<file path="config.mk">
export PLATFORM = sky130hd
export DESIGN_NAME = nabp_filtered_ram_top
export DESIGN_NICKNAME = d
export VERILOG_FILES = /design/src/source/nabp_pkg.sv /design/src/source/nabp_filtered_ram_top.sv /design/src/source/nabp_filtered_swap_control.sv /design/src/source/nabp_filtered_ram_bank.sv /design/src/source/nabp_projection_filter.sv
export SDC_FILE = /design/constraint.sdc
export NUM_CORES = 1
export LEC_CHECK = 0
export BUFFER_PORTS_ARGS = -buffer_cell sky130_fd_sc_hd__buf_2
export CAP_MARGIN = 20
export CORE_MARGIN = 8
export CORE_UTILIZATION = 50
export DETAILED_ROUTE_END_ITERATION = 12
export GPL_TIMING_DRIVEN = 0
export HOLD_SLACK_MARGIN = 0.03
export PLACE_DENSITY = 0.68
export SETUP_SLACK_MARGIN = 0.15
export SYNTH_ARGS = -nofsm -noshare
export SYNTH_HDL_FRONTEND = slang
export SYNTH_SLANG_ARGS = --single-unit
export TNS_END_PERCENT = 5
</file>
<file path="constraint.sdc">
create_clock -name clk -period 4.18 [get_ports clk]
set_input_delay 0.627 -clock clk [delete_from_list [all_inputs] [get_ports clk]]
set_output_delay 0.627 -clock clk [all_outputs]
set_load 0.005 [all_outputs]
</file>
<file path="src/source/nabp_pkg.sv">
`default_nettype none

package nabp_pkg;

    // ~~~~~~~~~~~~~~~~~~~~~~~~~~~~~~~~~~~~~~~~~~~~~~~~~~~~~~~~~~~~~~~~~~~~~~~~~~~~
    // widths and counts
    // ~~~~~~~~~~~~~~~~~~~~~~~~~~~~~~~~~~~~~~~~~~~~~~~~~~~~~~~~~~~~~~~~~~~~~~~~~~~~
    localparam int k_angle_length    = 8;
    // one projection row
    localparam int k_s_count         = 16;
    localparam int k_s_length        = 4;
    // host samples are unsigned
    localparam int k_raw_length      = 12;
    localparam int k_filtered_length = 16;
    // fill, work 0, work 1
    localparam int k_bank_count      = 3;
    localparam int k_role_length     = 2;

    // rotation controller states
    typedef enum logic [2:0] {
        ready_s,
        fill_s,
        fill_and_work_1_s,
        fill_and_work_2_s,
        work_1_s,
        work_2_s
    } swap_state_t;

    // host return, top to filter
    typedef struct packed {
        logic                    valid;
        logic                    last;
        logic [k_raw_length-1:0] data;
    } raw_sample_t;

    // filter output, broadcast to all banks
    typedef struct packed {
        logic                                valid;
        logic signed [k_filtered_length-1:0] data;
    } filtered_word_t;

    typedef struct packed {
        logic                      valid;
        logic [k_angle_length-1:0] angle;
    } angle_tag_t;

endpackage

`default_nettype wire
</file>
<file path="src/source/nabp_filtered_ram_top.sv">
`timescale 1ns/1ps
`default_nettype none

// filtered projection buffer, filter plus rotating banks
module nabp_filtered_ram_top
(
    input  logic                                          clk,
    input  logic                                          reset_n,
    input  logic [nabp_pkg::k_angle_length-1:0]           hs_angle,
    input  logic                                          hs_has_next_angle,
    input  logic                                          hs_next_angle_ack,
    input  logic [nabp_pkg::k_raw_length-1:0]             hs_raw,
    input  logic [nabp_pkg::k_s_length-1:0]               pr0_s_val,
    input  logic [nabp_pkg::k_s_length-1:0]               pr1_s_val,
    input  logic                                          pr_next_angle,
    input  logic                                          pr_done,
    output logic [nabp_pkg::k_s_length-1:0]               hs_s_val,
    output logic                                          hs_next_angle,
    output nabp_pkg::angle_tag_t                          pr0_angle,
    output nabp_pkg::angle_tag_t                          pr1_angle,
    output logic                                          pr_next_angle_ack,
    output logic signed [nabp_pkg::k_filtered_length-1:0] pr0_val,
    output logic signed [nabp_pkg::k_filtered_length-1:0] pr1_val
);
    import nabp_pkg::*;

    raw_sample_t    raw_sample;
    filtered_word_t filtered;
    // host return flag, already one cycle behind the address
    logic           hs_issue;

    // address has wrapped to 0 only when s = 15 comes back
    assign raw_sample.valid = hs_issue;
    assign raw_sample.last  = hs_issue && (hs_s_val == '0);
    assign raw_sample.data  = hs_raw;

    nabp_projection_filter u_filter
    (
        .clk          (clk),
        .reset_n      (reset_n),
        .sample_in    (raw_sample),
        .filtered_out (filtered)
    );

    nabp_filtered_swap_control u_swap
    (
        .clk               (clk),
        .reset_n           (reset_n),
        .hs_angle          (hs_angle),
        .hs_has_next_angle (hs_has_next_angle),
        .hs_next_angle_ack (hs_next_angle_ack),
        .filtered_in       (filtered),
        .pr0_s_val         (pr0_s_val),
        .pr1_s_val         (pr1_s_val),
        .pr_next_angle     (pr_next_angle),
        .pr_done           (pr_done),
        .hs_s_val          (hs_s_val),
        .hs_issue          (hs_issue),
        .hs_next_angle     (hs_next_angle),
        .pr0_angle         (pr0_angle),
        .pr1_angle         (pr1_angle),
        .pr_next_angle_ack (pr_next_angle_ack),
        .pr0_val           (pr0_val),
        .pr1_val           (pr1_val)
    );

endmodule

`default_nettype wire

</file>
<file path="src/source/nabp_filtered_swap_control.sv">
`timescale 1ns/1ps
`default_nettype none

// angle rotation over three filtered banks
module nabp_filtered_swap_control
(
    input  logic                                          clk,
    input  logic                                          reset_n,
    // host side
    input  logic [nabp_pkg::k_angle_length-1:0]           hs_angle,
    // high while the host still holds an angle to hand out
    input  logic                                          hs_has_next_angle,
    input  logic                                          hs_next_angle_ack,
    input  nabp_pkg::filtered_word_t                      filtered_in,
    // processing side
    input  logic [nabp_pkg::k_s_length-1:0]               pr0_s_val,
    input  logic [nabp_pkg::k_s_length-1:0]               pr1_s_val,
    input  logic                                          pr_next_angle,
    input  logic                                          pr_done,
    output logic [nabp_pkg::k_s_length-1:0]               hs_s_val,
    output logic                                          hs_issue,
    output logic                                          hs_next_angle,
    output nabp_pkg::angle_tag_t                          pr0_angle,
    output nabp_pkg::angle_tag_t                          pr1_angle,
    output logic                                          pr_next_angle_ack,
    output logic signed [nabp_pkg::k_filtered_length-1:0] pr0_val,
    output logic signed [nabp_pkg::k_filtered_length-1:0] pr1_val
);
    import nabp_pkg::*;

    swap_state_t              state;
    swap_state_t              next_state;
    logic                     rotate;
    // rotate that also takes a new angle from the host
    logic                     take_angle;
    logic [k_role_length-1:0] role_sel;
    logic [k_role_length-1:0] fill_idx;
    logic [k_role_length-1:0] w0_idx;
    logic [k_role_length-1:0] w1_idx;
    // read data returns a cycle later, mux by the roles of that cycle
    logic [k_role_length-1:0] w0_q;
    logic [k_role_length-1:0] w1_q;
    logic                     fill_kick;
    logic                     fill_done;
    // tag of the angle in the fill bank
    angle_tag_t               fill_tag;

    logic [k_bank_count-1:0]             bank_kick;
    logic [k_bank_count-1:0]             bank_issue;
    logic [k_bank_count-1:0]             bank_done;
    logic [k_s_length-1:0]               bank_host_s [k_bank_count];
    logic [k_s_length-1:0]               bank_rd_s [k_bank_count];
    logic signed [k_filtered_length-1:0] bank_rd_val [k_bank_count];

    // ~~~~~~~~~~~~~~~~~~~~~~~~~~~~~~~~~~~~~~~~~~~~~~~~~~~~~~~~~~~~~~~~~~~~~~~~~~~~
    // mealy outputs, rotate and acknowledges
    // ~~~~~~~~~~~~~~~~~~~~~~~~~~~~~~~~~~~~~~~~~~~~~~~~~~~~~~~~~~~~~~~~~~~~~~~~~~~~
    always_comb
    begin
        rotate            = 1'b0;
        hs_next_angle     = 1'b0;
        pr_next_angle_ack = 1'b0;
        case (state)
            ready_s:
            begin
                hs_next_angle = 1'b1;
                rotate        = hs_next_angle_ack;
            end
            // first angle, nothing to process yet
            fill_s:
                if (fill_done)
                begin
                    hs_next_angle = 1'b1;
                    rotate        = hs_next_angle_ack;
                end
            fill_and_work_1_s, fill_and_work_2_s:
                if (fill_done && pr_next_angle)
                begin
                    hs_next_angle = hs_has_next_angle;
                    // no more angles, rotate anyway to drain
                    rotate            = !hs_has_next_angle || hs_next_angle_ack;
                    pr_next_angle_ack = rotate;
                end
            work_1_s:
                if (pr_next_angle)
                begin
                    rotate            = 1'b1;
                    pr_next_angle_ack = 1'b1;
                end
            default:
            begin
                rotate = 1'b0;
            end
        endcase
    end

    assign take_angle = hs_next_angle && hs_next_angle_ack;

    always_comb
    begin
        next_state = state;
        case (state)
            ready_s:
                if (rotate)
                    next_state = fill_s;
            fill_s:
                if (rotate)
                    next_state = fill_and_work_1_s;
            fill_and_work_1_s:
                if (rotate)
                    next_state = fill_and_work_2_s;
            // steady state while angles keep coming
            fill_and_work_2_s:
                if (rotate && !hs_has_next_angle)
                    next_state = work_1_s;
            work_1_s:
                if (rotate)
                    next_state = work_2_s;
            work_2_s:
                if (pr_done)
                    next_state = ready_s;
            default:
                next_state = ready_s;
        endcase
    end

    // state, role select and kick
    always_ff @(posedge clk)
    begin
        if (reset_n)
        begin
            state     <= ready_s;
            role_sel  <= '0;
            fill_kick <= 1'b0;
            w0_q      <= 2'd1;
            w1_q      <= 2'd2;
        end
        else
        begin
            state     <= next_state;
            fill_kick <= take_angle;
            w0_q      <= w0_idx;
            w1_q      <= w1_idx;
            if (rotate)
                role_sel <= (role_sel == k_role_length'(k_bank_count - 1))
                    ? '0 : role_sel + 1'b1;
        end
    end

    // angle tags shift with the banks
    always_ff @(posedge clk)
    begin
        if (reset_n)
        begin
            fill_tag  <= '0;
            pr0_angle <= '0;
            pr1_angle <= '0;
        end
        else if (rotate)
        begin
            fill_tag.valid <= take_angle;
            fill_tag.angle <= hs_angle;
            pr0_angle      <= fill_tag;
            pr1_angle      <= pr0_angle;
        end
        // last angle served on pr1, back to idle
        else if (state == work_2_s && pr_done)
            pr1_angle.valid <= 1'b0;
    end

    // ~~~~~~~~~~~~~~~~~~~~~~~~~~~~~~~~~~~~~~~~~~~~~~~~~~~~~~~~~~~~~~~~~~~~~~~~~~~~
    // role table, fill / work 0 / work 1
    // ~~~~~~~~~~~~~~~~~~~~~~~~~~~~~~~~~~~~~~~~~~~~~~~~~~~~~~~~~~~~~~~~~~~~~~~~~~~~
    always_comb
    begin
        case (role_sel)
            2'd1:
            begin
                fill_idx = 2'd2;
                w0_idx   = 2'd0;
                w1_idx   = 2'd1;
            end
            2'd2:
            begin
                fill_idx = 2'd1;
                w0_idx   = 2'd2;
                w1_idx   = 2'd0;
            end
            default:
            begin
                fill_idx = 2'd0;
                w0_idx   = 2'd1;
                w1_idx   = 2'd2;
            end
        endcase
    end

    for (genvar b = 0; b < k_bank_count; b++)
    begin : g_bank
        assign bank_kick[b] = fill_kick && (fill_idx == k_role_length'(b));
        // fill bank read port unused, pr1 address is harmless there
        assign bank_rd_s[b] = (w0_idx == k_role_length'(b)) ? pr0_s_val : pr1_s_val;

        nabp_filtered_ram_bank u_bank
        (
            .clk         (clk),
            .reset_n     (reset_n),
            .fill_kick   (bank_kick[b]),
            .filtered_in (filtered_in),
            .host_s_val  (bank_host_s[b]),
            .host_issue  (bank_issue[b]),
            .fill_done   (bank_done[b]),
            .rd_s_val    (bank_rd_s[b]),
            .rd_val      (bank_rd_val[b])
        );
    end

    assign hs_s_val = bank_host_s[fill_idx];
    assign hs_issue = bank_issue[fill_idx];
    // stale done of the previous fill still up in the kick cycle
    assign fill_done = bank_done[fill_idx] && !fill_kick;
    assign pr0_val   = bank_rd_val[w0_q];
    assign pr1_val   = bank_rd_val[w1_q];

    a_role_in_range: assert property (@(posedge clk) disable iff (reset_n)
        role_sel < k_role_length'(k_bank_count));

    // processing ack always moves the bank roles on
    a_ack_on_rotate: assert property (@(posedge clk) disable iff (reset_n)
        pr_next_angle_ack |=> role_sel != $past(role_sel));

endmodule

`default_nettype wire

</file>
<file path="src/source/nabp_filtered_ram_bank.sv">
`timescale 1ns/1ps
`default_nettype none

// one filtered bank, fill sequencer plus read port
module nabp_filtered_ram_bank
(
    input  logic                                          clk,
    input  logic                                          reset_n,
    input  logic                                          fill_kick,
    input  nabp_pkg::filtered_word_t                      filtered_in,
    output logic [nabp_pkg::k_s_length-1:0]               host_s_val,
    output logic                                          host_issue,
    output logic                                          fill_done,
    input  logic [nabp_pkg::k_s_length-1:0]               rd_s_val,
    output logic signed [nabp_pkg::k_filtered_length-1:0] rd_val
);
    import nabp_pkg::*;

    localparam logic [k_s_length-1:0] k_last_s = k_s_length'(k_s_count - 1);

    logic signed [k_filtered_length-1:0] mem [k_s_count];
    // address toward the host is live
    logic                                issuing;
    // host data for the previous address is on the bus
    logic                                issue_d;
    logic                                filling;
    logic [k_s_length-1:0]               wr_s;
    logic                                wr_en;

    // banks not filling ignore the broadcast
    assign wr_en = filtered_in.valid && filling;

    // host return flag, one cycle behind the address
    assign host_issue = issue_d;

    // ~~~~~~~~~~~~~~~~~~~~~~~~~~~~~~~~~~~~~~~~~~~~~~~~~~~~~~~~~~~~~~~~~~~~~~~~~~~~
    // fill sequencing
    // ~~~~~~~~~~~~~~~~~~~~~~~~~~~~~~~~~~~~~~~~~~~~~~~~~~~~~~~~~~~~~~~~~~~~~~~~~~~~
    always_ff @(posedge clk)
    begin
        if (reset_n)
        begin
            issuing    <= 1'b0;
            issue_d    <= 1'b0;
            host_s_val <= '0;
            filling    <= 1'b0;
            fill_done  <= 1'b0;
            wr_s       <= '0;
        end
        else
        begin
            issue_d <= issuing;
            if (fill_kick)
            begin
                issuing    <= 1'b1;
                host_s_val <= '0;
                filling    <= 1'b1;
                fill_done  <= 1'b0;
                wr_s       <= '0;
            end
            else
            begin
                // address wraps back to 0 after s = 15
                if (issuing)
                begin
                    host_s_val <= host_s_val + 1'b1;
                    if (host_s_val == k_last_s)
                        issuing <= 1'b0;
                end
                // own write counter, advanced by valid alone
                if (wr_en)
                begin
                    wr_s <= wr_s + 1'b1;
                    if (wr_s == k_last_s)
                    begin
                        filling   <= 1'b0;
                        fill_done <= 1'b1;
                    end
                end
            end
        end
    end

    // storage and registered read, latency 1
    always_ff @(posedge clk)
    begin
        if (wr_en)
            mem[wr_s] <= filtered_in.data;
        rd_val <= mem[rd_s_val];
    end

    // controller only kicks a bank that is idle
    a_no_kick_mid_fill: assert property (@(posedge clk) disable iff (reset_n)
        fill_kick |-> !filling && !issuing);

endmodule

`default_nettype wire

</file>
<file path="src/source/nabp_projection_filter.sv">
`timescale 1ns/1ps
`default_nettype none

// 3-tap high-pass, y[s] = 2x[s] - x[s-1] - x[s+1]
module nabp_projection_filter
(
    input  logic                     clk,
    input  logic                     reset_n,
    input  nabp_pkg::raw_sample_t    sample_in,
    output nabp_pkg::filtered_word_t filtered_out
);
    import nabp_pkg::*;

    // window, x_cur is the centre tap
    logic signed [k_filtered_length-1:0] x_cur;
    logic signed [k_filtered_length-1:0] x_prev;
    logic signed [k_filtered_length-1:0] x_next;
    logic signed [k_filtered_length-1:0] y;
    // x_cur holds a sample still waiting for its right neighbour
    logic                                cur_val;
    // slot after last, right neighbour taken as zero
    logic                                flush;
    logic                                out_valid;
    logic signed [k_filtered_length-1:0] out_data;

    // zero extend unsigned raw, zero when nothing arrives (flush pad)
    assign x_next = sample_in.valid
        ? {{(k_filtered_length - k_raw_length){1'b0}}, sample_in.data}
        : '0;

    // x_prev already zero at s = 0
    assign y = (x_cur <<< 1) - x_prev - x_next;

    // ~~~~~~~~~~~~~~~~~~~~~~~~~~~~~~~~~~~~~~~~~~~~~~~~~~~~~~~~~~~~~~~~~~~~~~~~~~~~
    // control flags
    // ~~~~~~~~~~~~~~~~~~~~~~~~~~~~~~~~~~~~~~~~~~~~~~~~~~~~~~~~~~~~~~~~~~~~~~~~~~~~
    always_ff @(posedge clk)
    begin
        if (reset_n)
        begin
            cur_val   <= 1'b0;
            flush     <= 1'b0;
            out_valid <= 1'b0;
        end
        else
        begin
            flush     <= sample_in.valid && sample_in.last;
            // emit when the right neighbour arrives, or on flush
            out_valid <= (sample_in.valid && cur_val) || flush;
            if (sample_in.valid)
                cur_val <= 1'b1;
            else if (flush)
                cur_val <= 1'b0;
        end
    end

    // window shift and result register
    always_ff @(posedge clk)
    begin
        if (sample_in.valid)
        begin
            // first sample of a row sees a zero left tap
            x_prev <= cur_val ? x_cur : '0;
            x_cur  <= x_next;
        end
        out_data <= y;
    end

    assign filtered_out.valid = out_valid;
    assign filtered_out.data  = out_data;

    // the flush slot must stay free of new samples
    a_flush_slot_free: assert property (@(posedge clk) disable iff (reset_n)
        sample_in.valid && sample_in.last |=> !sample_in.valid);

endmodule

`default_nettype wire

</file>
==> results of run 1 <==
## through the flow
stage / worst slack, ns / hold WS, ns / TNS [ns] / power, uW
floorplan: 0.4607 / 0.4367 / 0 / 12050
global placement: -0.5144 / 0.4594 / -2.841 / 12910
detailed placement: -0.6919 / 0.4551 / -4.004 / 13070
CTS: 0.1893 / 0.1933 / 0 / 21210
global route: 0.03856 / 0.2099 / 0 / 21710
finish: 0.3277 / 0.2404 / 0 / 21090
## routing by layer
metal | vias up | share of wire [%] | track usage (%)
li1 | 8155 | - | -
met1 | 9820 | 40 | 27.76
met2 | 862 | 48 | 33.38
met3 | 157 | 8.2 | 4.101
met4 | 6 | 3.0 | 6.327
met5 | - | 0.043 | 0
## cell usage in the layout (no fill, tap or decap), types with 7 or more instances in the layout
master	instances
mux2i_1	80
buf_8	39
xor2_1	16
xnor2_1	14
nand2b_1	14
o22ai_1	19
nor3_2	12
edfxtp_1	792
buf_2	115
dfxtp_2	16
nand4_1	7
clkbuf_16	98
fa_1	11
ha_1	36
dfxtp_1	123
mux4_2	192
buf_6	11
nor2_2	36
nor2_1	78
clkbuf_8	14
inv_1	43
and2_1	16
clkinv_2	15
buf_4	17
nand2_1	130
a21oi_1	15
o21ai_0	25
clkbuf_1	68
clkinv_1	12
a22oi_1	96
nor2b_1	8
## area by class of cell
| type | instances | area (um2) | area share, % |
|---|---|---|---|
| inverter | 43 | 161.4 | 0.3856 |
| timing repair buffer | 149 | 1396 | 3.336 |
| buffer | 95 | 467.9 | 1.118 |
| antenna | 1 | 2.502 | 0.005979 |
| multi-input combinational | 862 | 9001 | 21.51 |
| tap | 950 | 1189 | 2.840 |
| clock inverter | 42 | 340.3 | 0.8131 |
| sequential | 931 | 26590 | 63.52 |
| clock buffer | 132 | 2710 | 6.475 |
## critical path: stages (launching register included)
cell and delay, ns:
dfxtp_1 0.34, inv_1 0.11, ha_1 0.27, clkbuf_2 0.29
nand3b_1 0.17, o21ai_4 0.16, clkbuf_8 0.35, nand2_1 0.15
fa_1 0.49, ha_1 0.40, nand2_1 0.11, a2111oi_2 0.45
o2111ai_1 0.17, nand2_1 0.14, a31oi_1 0.10
## flip-flops by register name (all words and copies together) (netlist names), 2 cells and up
register / flops
u_swap.g_bank.u_bank.mem: 768
u_swap.g_bank.u_bank.rd_val: 48
u_filter.out_data: 16
u_filter.x_cur: 12
u_filter.x_prev: 12
u_swap.g_bank.u_bank.host_s_val: 12
u_swap.g_bank.u_bank.wr_s: 12
u_swap.fill_tag: 9
u_swap.pr0_angle: 9
u_swap.pr1_angle: 9
u_swap.g_bank.u_bank.fill_done: 3
u_swap.g_bank.u_bank.filling: 3
u_swap.g_bank.u_bank.host_issue: 3
u_swap.g_bank.u_bank.issuing: 3
u_swap.state: 3
u_swap.role_sel: 2
u_swap.w0_q: 2
## final timing paths
kind	from	endpoint	slack [ns]	depth (start not counted)
worst max-delay path	u_swap.role_sel[1]	u_filter.out_data[15]	0.33	14
worst max register to register	u_swap.role_sel[1]	u_filter.out_data[15]	0.33	14
worst min register to register	u_filter.flush	u_filter.out_valid	0.47	2
worst min-delay path	hs_angle[4]	u_swap.fill_tag[4]	0.24	3
## what timing repair did
item                       4_1_cts  5_1_grt
buffers inserted                 0        0
setup endpoints to repair       11        7
resized for setup                6        2
## power breakdown
part           internal [uW]  switching [uW]  total, uW
sequential             10600             409      11000
clock                   4770            3430       8210
combinational            767            1120       1890
total                  16100            4960      21100
## kinds of logic after synthesis
kind of cell             share of synthesized area (%)
adder cells (fa/ha/maj)                          1.862
XOR/XNOR                                        0.7296
buffers and inverters                            1.716
AO/OA/AOI/OAI                                    3.537
multiplexers                                     14.53
AND/OR/NAND/NOR                                  3.850
flip-flops                                       73.77
==> impl_results.md, run 1 <==
- Routed WL: 83370 um
- Async SR Flop Fraction: 0%
- Fillers: 5223
- Placer's final routability congestion estimate: 0.8529
- Critical path type: register to register
- Syn avg cell area: 18.65 um2
- Tcrit/Tclk final: 92.16%
- Core area: approximately 71000 um2
- DIE WIDTH: 284.4 um
- Cell variety after synth: 53
- Synth area leader: edfxtp_1
- Max VDD drop: between 300 and 400 uV
- Slew Limit Fails: 0
- Largest cells by area after synthesis: edfxtp_1, mux4_2, dfxtp_1
- Power per cell area: between 500 and 600 nW/um2
- LEAKAGE: 0.01408 uW
- Top cells by count, synth: edfxtp_1, mux4_2, dfxtp_1
- Vias/cell: between 5 and 6
- Clock root buffer: clkbuf_16
- Pre-antenna DRT Iters: 5
- Grt ovf: 0
- Largest net degree at the start of global routing: between 40 and 50
- H-tree depth: 3
- Fin cells: 3205
- NumNets Final: 2256
- Synth Cell Area: 36010 um2
- MaxCap Viol Count: 0
- CTS tree: done
- Syn Nets: 2012
- Final setup vio count: 0
- Count leader, synth: edfxtp_1
- Fmax: about 260 MHz
- Final Util: 58.65%
- Layout cells sized above 1: a little over a quarter
- Vias: 19000
- Crit-path max FO: 33
- DR iter-0 viols: 1974
- Port Buffers: a little under 90
- Final Hold Vio Count: 0
- Tmin final: between 3 and 4 ns
- Startpoint types: register
- Die area: 80870 um2
- Final Skew: roughly 0.021 ns
- Worst slew pin tran: 1.071 ns
- Die Y: 284.4 um
- Total Routing Usage GR: between 20 and 25%
- Vias in the first global route: 19440
- Max Buffers Root-to-Sink: 3
- TritonCTS buffer count: 93
- Starting density of the core: about half
- DRC viols: 0
- Skew-Pair Late Insertion Delay: 0.64 ns
- Avg WL per Cell: 26.01 um
- Slew margin rel.: 28.57%
- Synth top area share: 66.04%
- CP endpoint kind: register
- RSZ-0062 raised after global routing: true
- Outcome: finished clean
- Initial antenna violation count: 4
- Post-Place Cells: roughly 3000
- Final Cell Area: 41850 um2
- Post-synth top flop: edfxtp_1
- Placed cell areas: 38770 um2
- Clk sink count: 931
- Clk slew on worst S/H paths: 0.06 ns
- Seq/Total Area, Yosys: 73.77%
- HPWL after detailed placement: about 57000 um
- Post-route ant nets: 0
- Area delta synth->final: 16.23%
- Synth Warn #: 0
- Required @ worst endpoint: roughly 4.7 ns
- Post-synth EDFFs: just under 800
- Hold WC Path Type: input pin to register
- Mapped Cells: slightly below 2000
- Core Rows: 98
- I/O pins: 90
- Hold-fix buffer count after cts: 0
- Number of synthesized register bits: 931
- Worst Path Arrival: about 4.4 ns
- First-pass GRT wire length: 124800 um
(Power assumes the default switching activity.)
==> inputs of run 2 (changes only) <==
--- a/config.mk
+++ b/config.mk
@@ -12,7 +12,7 @@
 export DETAILED_ROUTE_END_ITERATION = 12
 export GPL_TIMING_DRIVEN = 0
 export HOLD_SLACK_MARGIN = 0.03
-export PLACE_DENSITY = 0.68
+export PLACE_DENSITY = 0.67
 export SETUP_SLACK_MARGIN = 0.15
 export SYNTH_ARGS = -nofsm -noshare
 export SYNTH_HDL_FRONTEND = slang
==> constraint.sdc (replaced) <==
create_clock -name clk -period 3.1 [get_ports clk]
set_input_delay 0.465 -clock clk [delete_from_list [all_inputs] [get_ports clk]]
set_output_delay 0.465 -clock clk [all_outputs]
set_load 0.005 [all_outputs]
==> impl_results.md, run 2 (same netlist as run 1, synthesis figures left out) <==
- CP max stage delay: 0.61 ns (+0.12 ns)
- Max VDD drop: 416.0 uV (+5.3%)
- Final hold slack: 0.07490 ns (-0.1655 ns)
- Final setup vio count: 7 (+7)
- Placed cell areas: 38800 um2 (about the same)
- P_int: 21790 uW (+35%)
- Critical path type: register to register
- Area delta synth->final: 18.16%
- First-pass GRT wire length: 127100 um (+1.8%)
- H-tree depth: 3 (unchanged)
- Port Buffers: 89 (unchanged)
- Post-route ant nets: 0 (unchanged)
- Final Skew: 0.03685 ns (+0.01548 ns)
- Worst Path Arrival: 3.77 ns (-0.59 ns)
- Clock power frac: 38.5% (-0.4 points)
- NumNets Final: 2266 (+0.44%)
- Fmax: 310.8 MHz (+20%)
- Biggest regs: u_swap.g_bank.u_bank.mem x768, u_swap.g_bank.u_bank.rd_val x48, u_filter.out_data x16
- Final Hold Vio Count: 0 (unchanged)
- Die area: 80870 um2 (unchanged)
- Pre-antenna DRT Iters: 5 (unchanged)
- Largest Register: u_swap.g_bank.u_bank.mem
- Clk slew on worst S/H paths: 0.06 ns (about the same)
- DRC viols: 0 (unchanged)
- Initial antenna violation count: 1 (-3)
- Reg power frac: 51.8% (-0.3 points)
- Slew margin rel.: 28.81% (+0.23 points)
- MaxCap Viol Count: 0 (unchanged)
- Sw power: 6819 uW (+38%)
- Placer's final routability congestion estimate: 0.8285 (-2.9%)
- Clock root buffer: clkbuf_16
- Total power: 28600 uW (+36%)
- Tcrit/Tclk final: 103.8% (+12 points)
- TritonCTS buffer count: 91 (-2.2%)
- Clk sink count: 931 (unchanged)
- Skew-Pair Late Insertion Delay: 0.66 ns (+0.02 ns)
- Required @ worst endpoint: 3.66 ns (-1.03 ns)
- Grt ovf: 0 (unchanged)
- Hold WC Path Type: input pin to register
- Largest net degree at the start of global routing: 49 (unchanged)
- Vias/cell: 5.898 (-0.52%)
- Slowest stage cell on the critical path: fa_1
- Tmin final: 3.217 ns (-0.6350 ns)
- RSZ-0062 raised after global routing: true
- Worst slew pin tran: 1.068 ns (-0.003465 ns)
- Pre-CTS WS: -0.5748 ns (+0.1171 ns)
- Outcome: finished with violations
- Comb pwr share: 9.6% (+0.7 points)
- I/O pins: 90 (unchanged)
- Starting density of the core: 50.46% (unchanged)
- Post-Place Cells: 3022 (-0.26%)
- Avg WL per Cell: 26.42 um (+1.6%)
- Layout cells sized above 1: 30.83% (+3.9 points)
- CTS tree: done
- Slew Limit Fails: 0 (unchanged)
- Final worst slack: -0.1173 ns (-0.4450 ns)
- DIE WIDTH: 284.4 um (unchanged)
- Delay-heaviest family, CP: adder cells
- Fillers: 5152 (-1.4%)
- Diodes inserted: 0 (-1)
- LEAKAGE: 0.01427 uW (+1.4%)
- Power per cell area: 672.2 nW/um2 (+33%)
- Crit-path max FO: 6 (-82%)
- Max reg flops: 768 (unchanged)
- Core Rows: 98 (unchanged)
- CP endpoint kind: register
- Core area: 71360 um2 (unchanged)
- Failing checks: negative setup slack
- Fin cells: 3214 (+0.28%)
- HPWL after detailed placement: 56770 um (-0.25%)
- Max Buffers Root-to-Sink: 3 (unchanged)
- Most frequent cells in the layout: edfxtp_1, mux4_2, dfxtp_1
- Worst Path Buf+Inv: 4 (+1)
- Final Cell Area: 42550 um2 (+1.7%)
- Die Y: 284.4 um (unchanged)
- Vias: 18960 (-0.24%)
- Switch share: 23.84% (+0.33 points)
- Commonest non-fill, non-tap cell in the layout: edfxtp_1
- Routed WL: 84920 um (+1.9%)
- Total Routing Usage GR: 20.86% (+0.42 points)
- Worst-path cell chain: inv_4 > ha_4 > buf_6 > mux2i_4 > o21ai_4 > buf_12 > clkbuf_8 > nand2_1 > fa_1 > ha_4 > a21o_1 > a21o_1 > a21oi_1 > nand2_1 > a31oi_1
- Vias in the first global route: 19720 (+1.4%)
- DR iter-0 viols: 1840 (-6.8%)
- Startpoint types: register
run 2: changes by cell type in the layout (fill, tap and decap cells not counted), moves of 9 or more:
cell | before | now
a22oi_1 | 96 | 78
nand2_1 | 130 | 119
buf_2 | 115 | 101
ha_4 | 0 | 14
clkbuf_2 | 1 | 13
buf_6 | 11 | 20
a22oi_2 | 0 | 18
ha_1 | 36 | 21
clkbuf_1 | 68 | 55
run 2: power by group through the flow:
stage / Combinational, uW / Clock [uW] / Sequential, uW
floorplan: 1380 / 0 / 14900
global placement: 2070 / 0 / 15400
detailed placement: 2580 / 0 / 15100
global route: 2930 / 11700 / 14900
finish: 2750 / 11000 / 14800
CTS: 2690 / 11200 / 14800
run 2: cell type report:
cell class,count,area (um2),area share [%]
Timing Repair Buffer,161,1485,3.490
Tap cell,950,1189,2.793
Clock buffer,125,2531,5.949
Sequential cell,931,26590,62.49
Multi-Input combinational cell,862,9454,22.22
Clock inverter,47,484.2,1.138
Inverter,43,166.4,0.3911
Buffer,95,650.6,1.529
run 2: path summary, 6_finish.rpt:
check / from / endpoint / slack (ns) / depth (start not counted)
worst max-delay path: u_swap.role_sel[0] / u_filter.out_data[13] / -0.12 / 15
worst min register to register: u_swap.pr0_angle[8] / u_swap.pr1_angle[8] / 0.47 / 2
worst min-delay path: hs_angle[6] / u_swap.fill_tag[6] / 0.07 / 3
worst max register to register: u_swap.role_sel[0] / u_filter.out_data[13] / -0.12 / 15
run 2: repair_timing:
action | 4_1_cts | 5_1_grt
hold endpoints to repair | 2 | 0
pin swaps | 28 | 15
setup endpoints to repair | 83 | 44
gates resized for setup | 74 | 65
cloned | 2 | 0
hold buffers | 2 | 0
setup buffers | 12 | 4
run 2: metal layers:
metal  GRT usage [%]  share of wire, %  vias up
met4           6.937               2.9        2
met2           33.52                48      734
met1           28.92                42     9911
li1                -                 -     8175
met5               0             0.018        -
met3           3.742               7.0      133
run 2: through the flow:
step / util (%) / setup TNS [ns]
3_3_place_gp: 52.97 / -125.34
6_report: 59.63 / -0.4364
5_1_grt: 59.63 / -1.298
3_5_place_dp: 54.37 / -8.709
4_1_cts: 59.26 / -0.3787
2_1_floorplan: - / -0.04953
run 2: worst register-to-register path: stages, from the launching register on:
cell      delay, ns
dfxtp_4        0.38
inv_4          0.05
ha_4           0.15
buf_6          0.12
mux2i_4        0.19
o21ai_4        0.15
buf_12         0.14
clkbuf_8       0.15
nand2_1        0.10
fa_1           0.61
ha_4           0.24
a21o_1         0.17
a21o_1         0.17
a21oi_1        0.15
nand2_1        0.13
a31oi_1        0.23
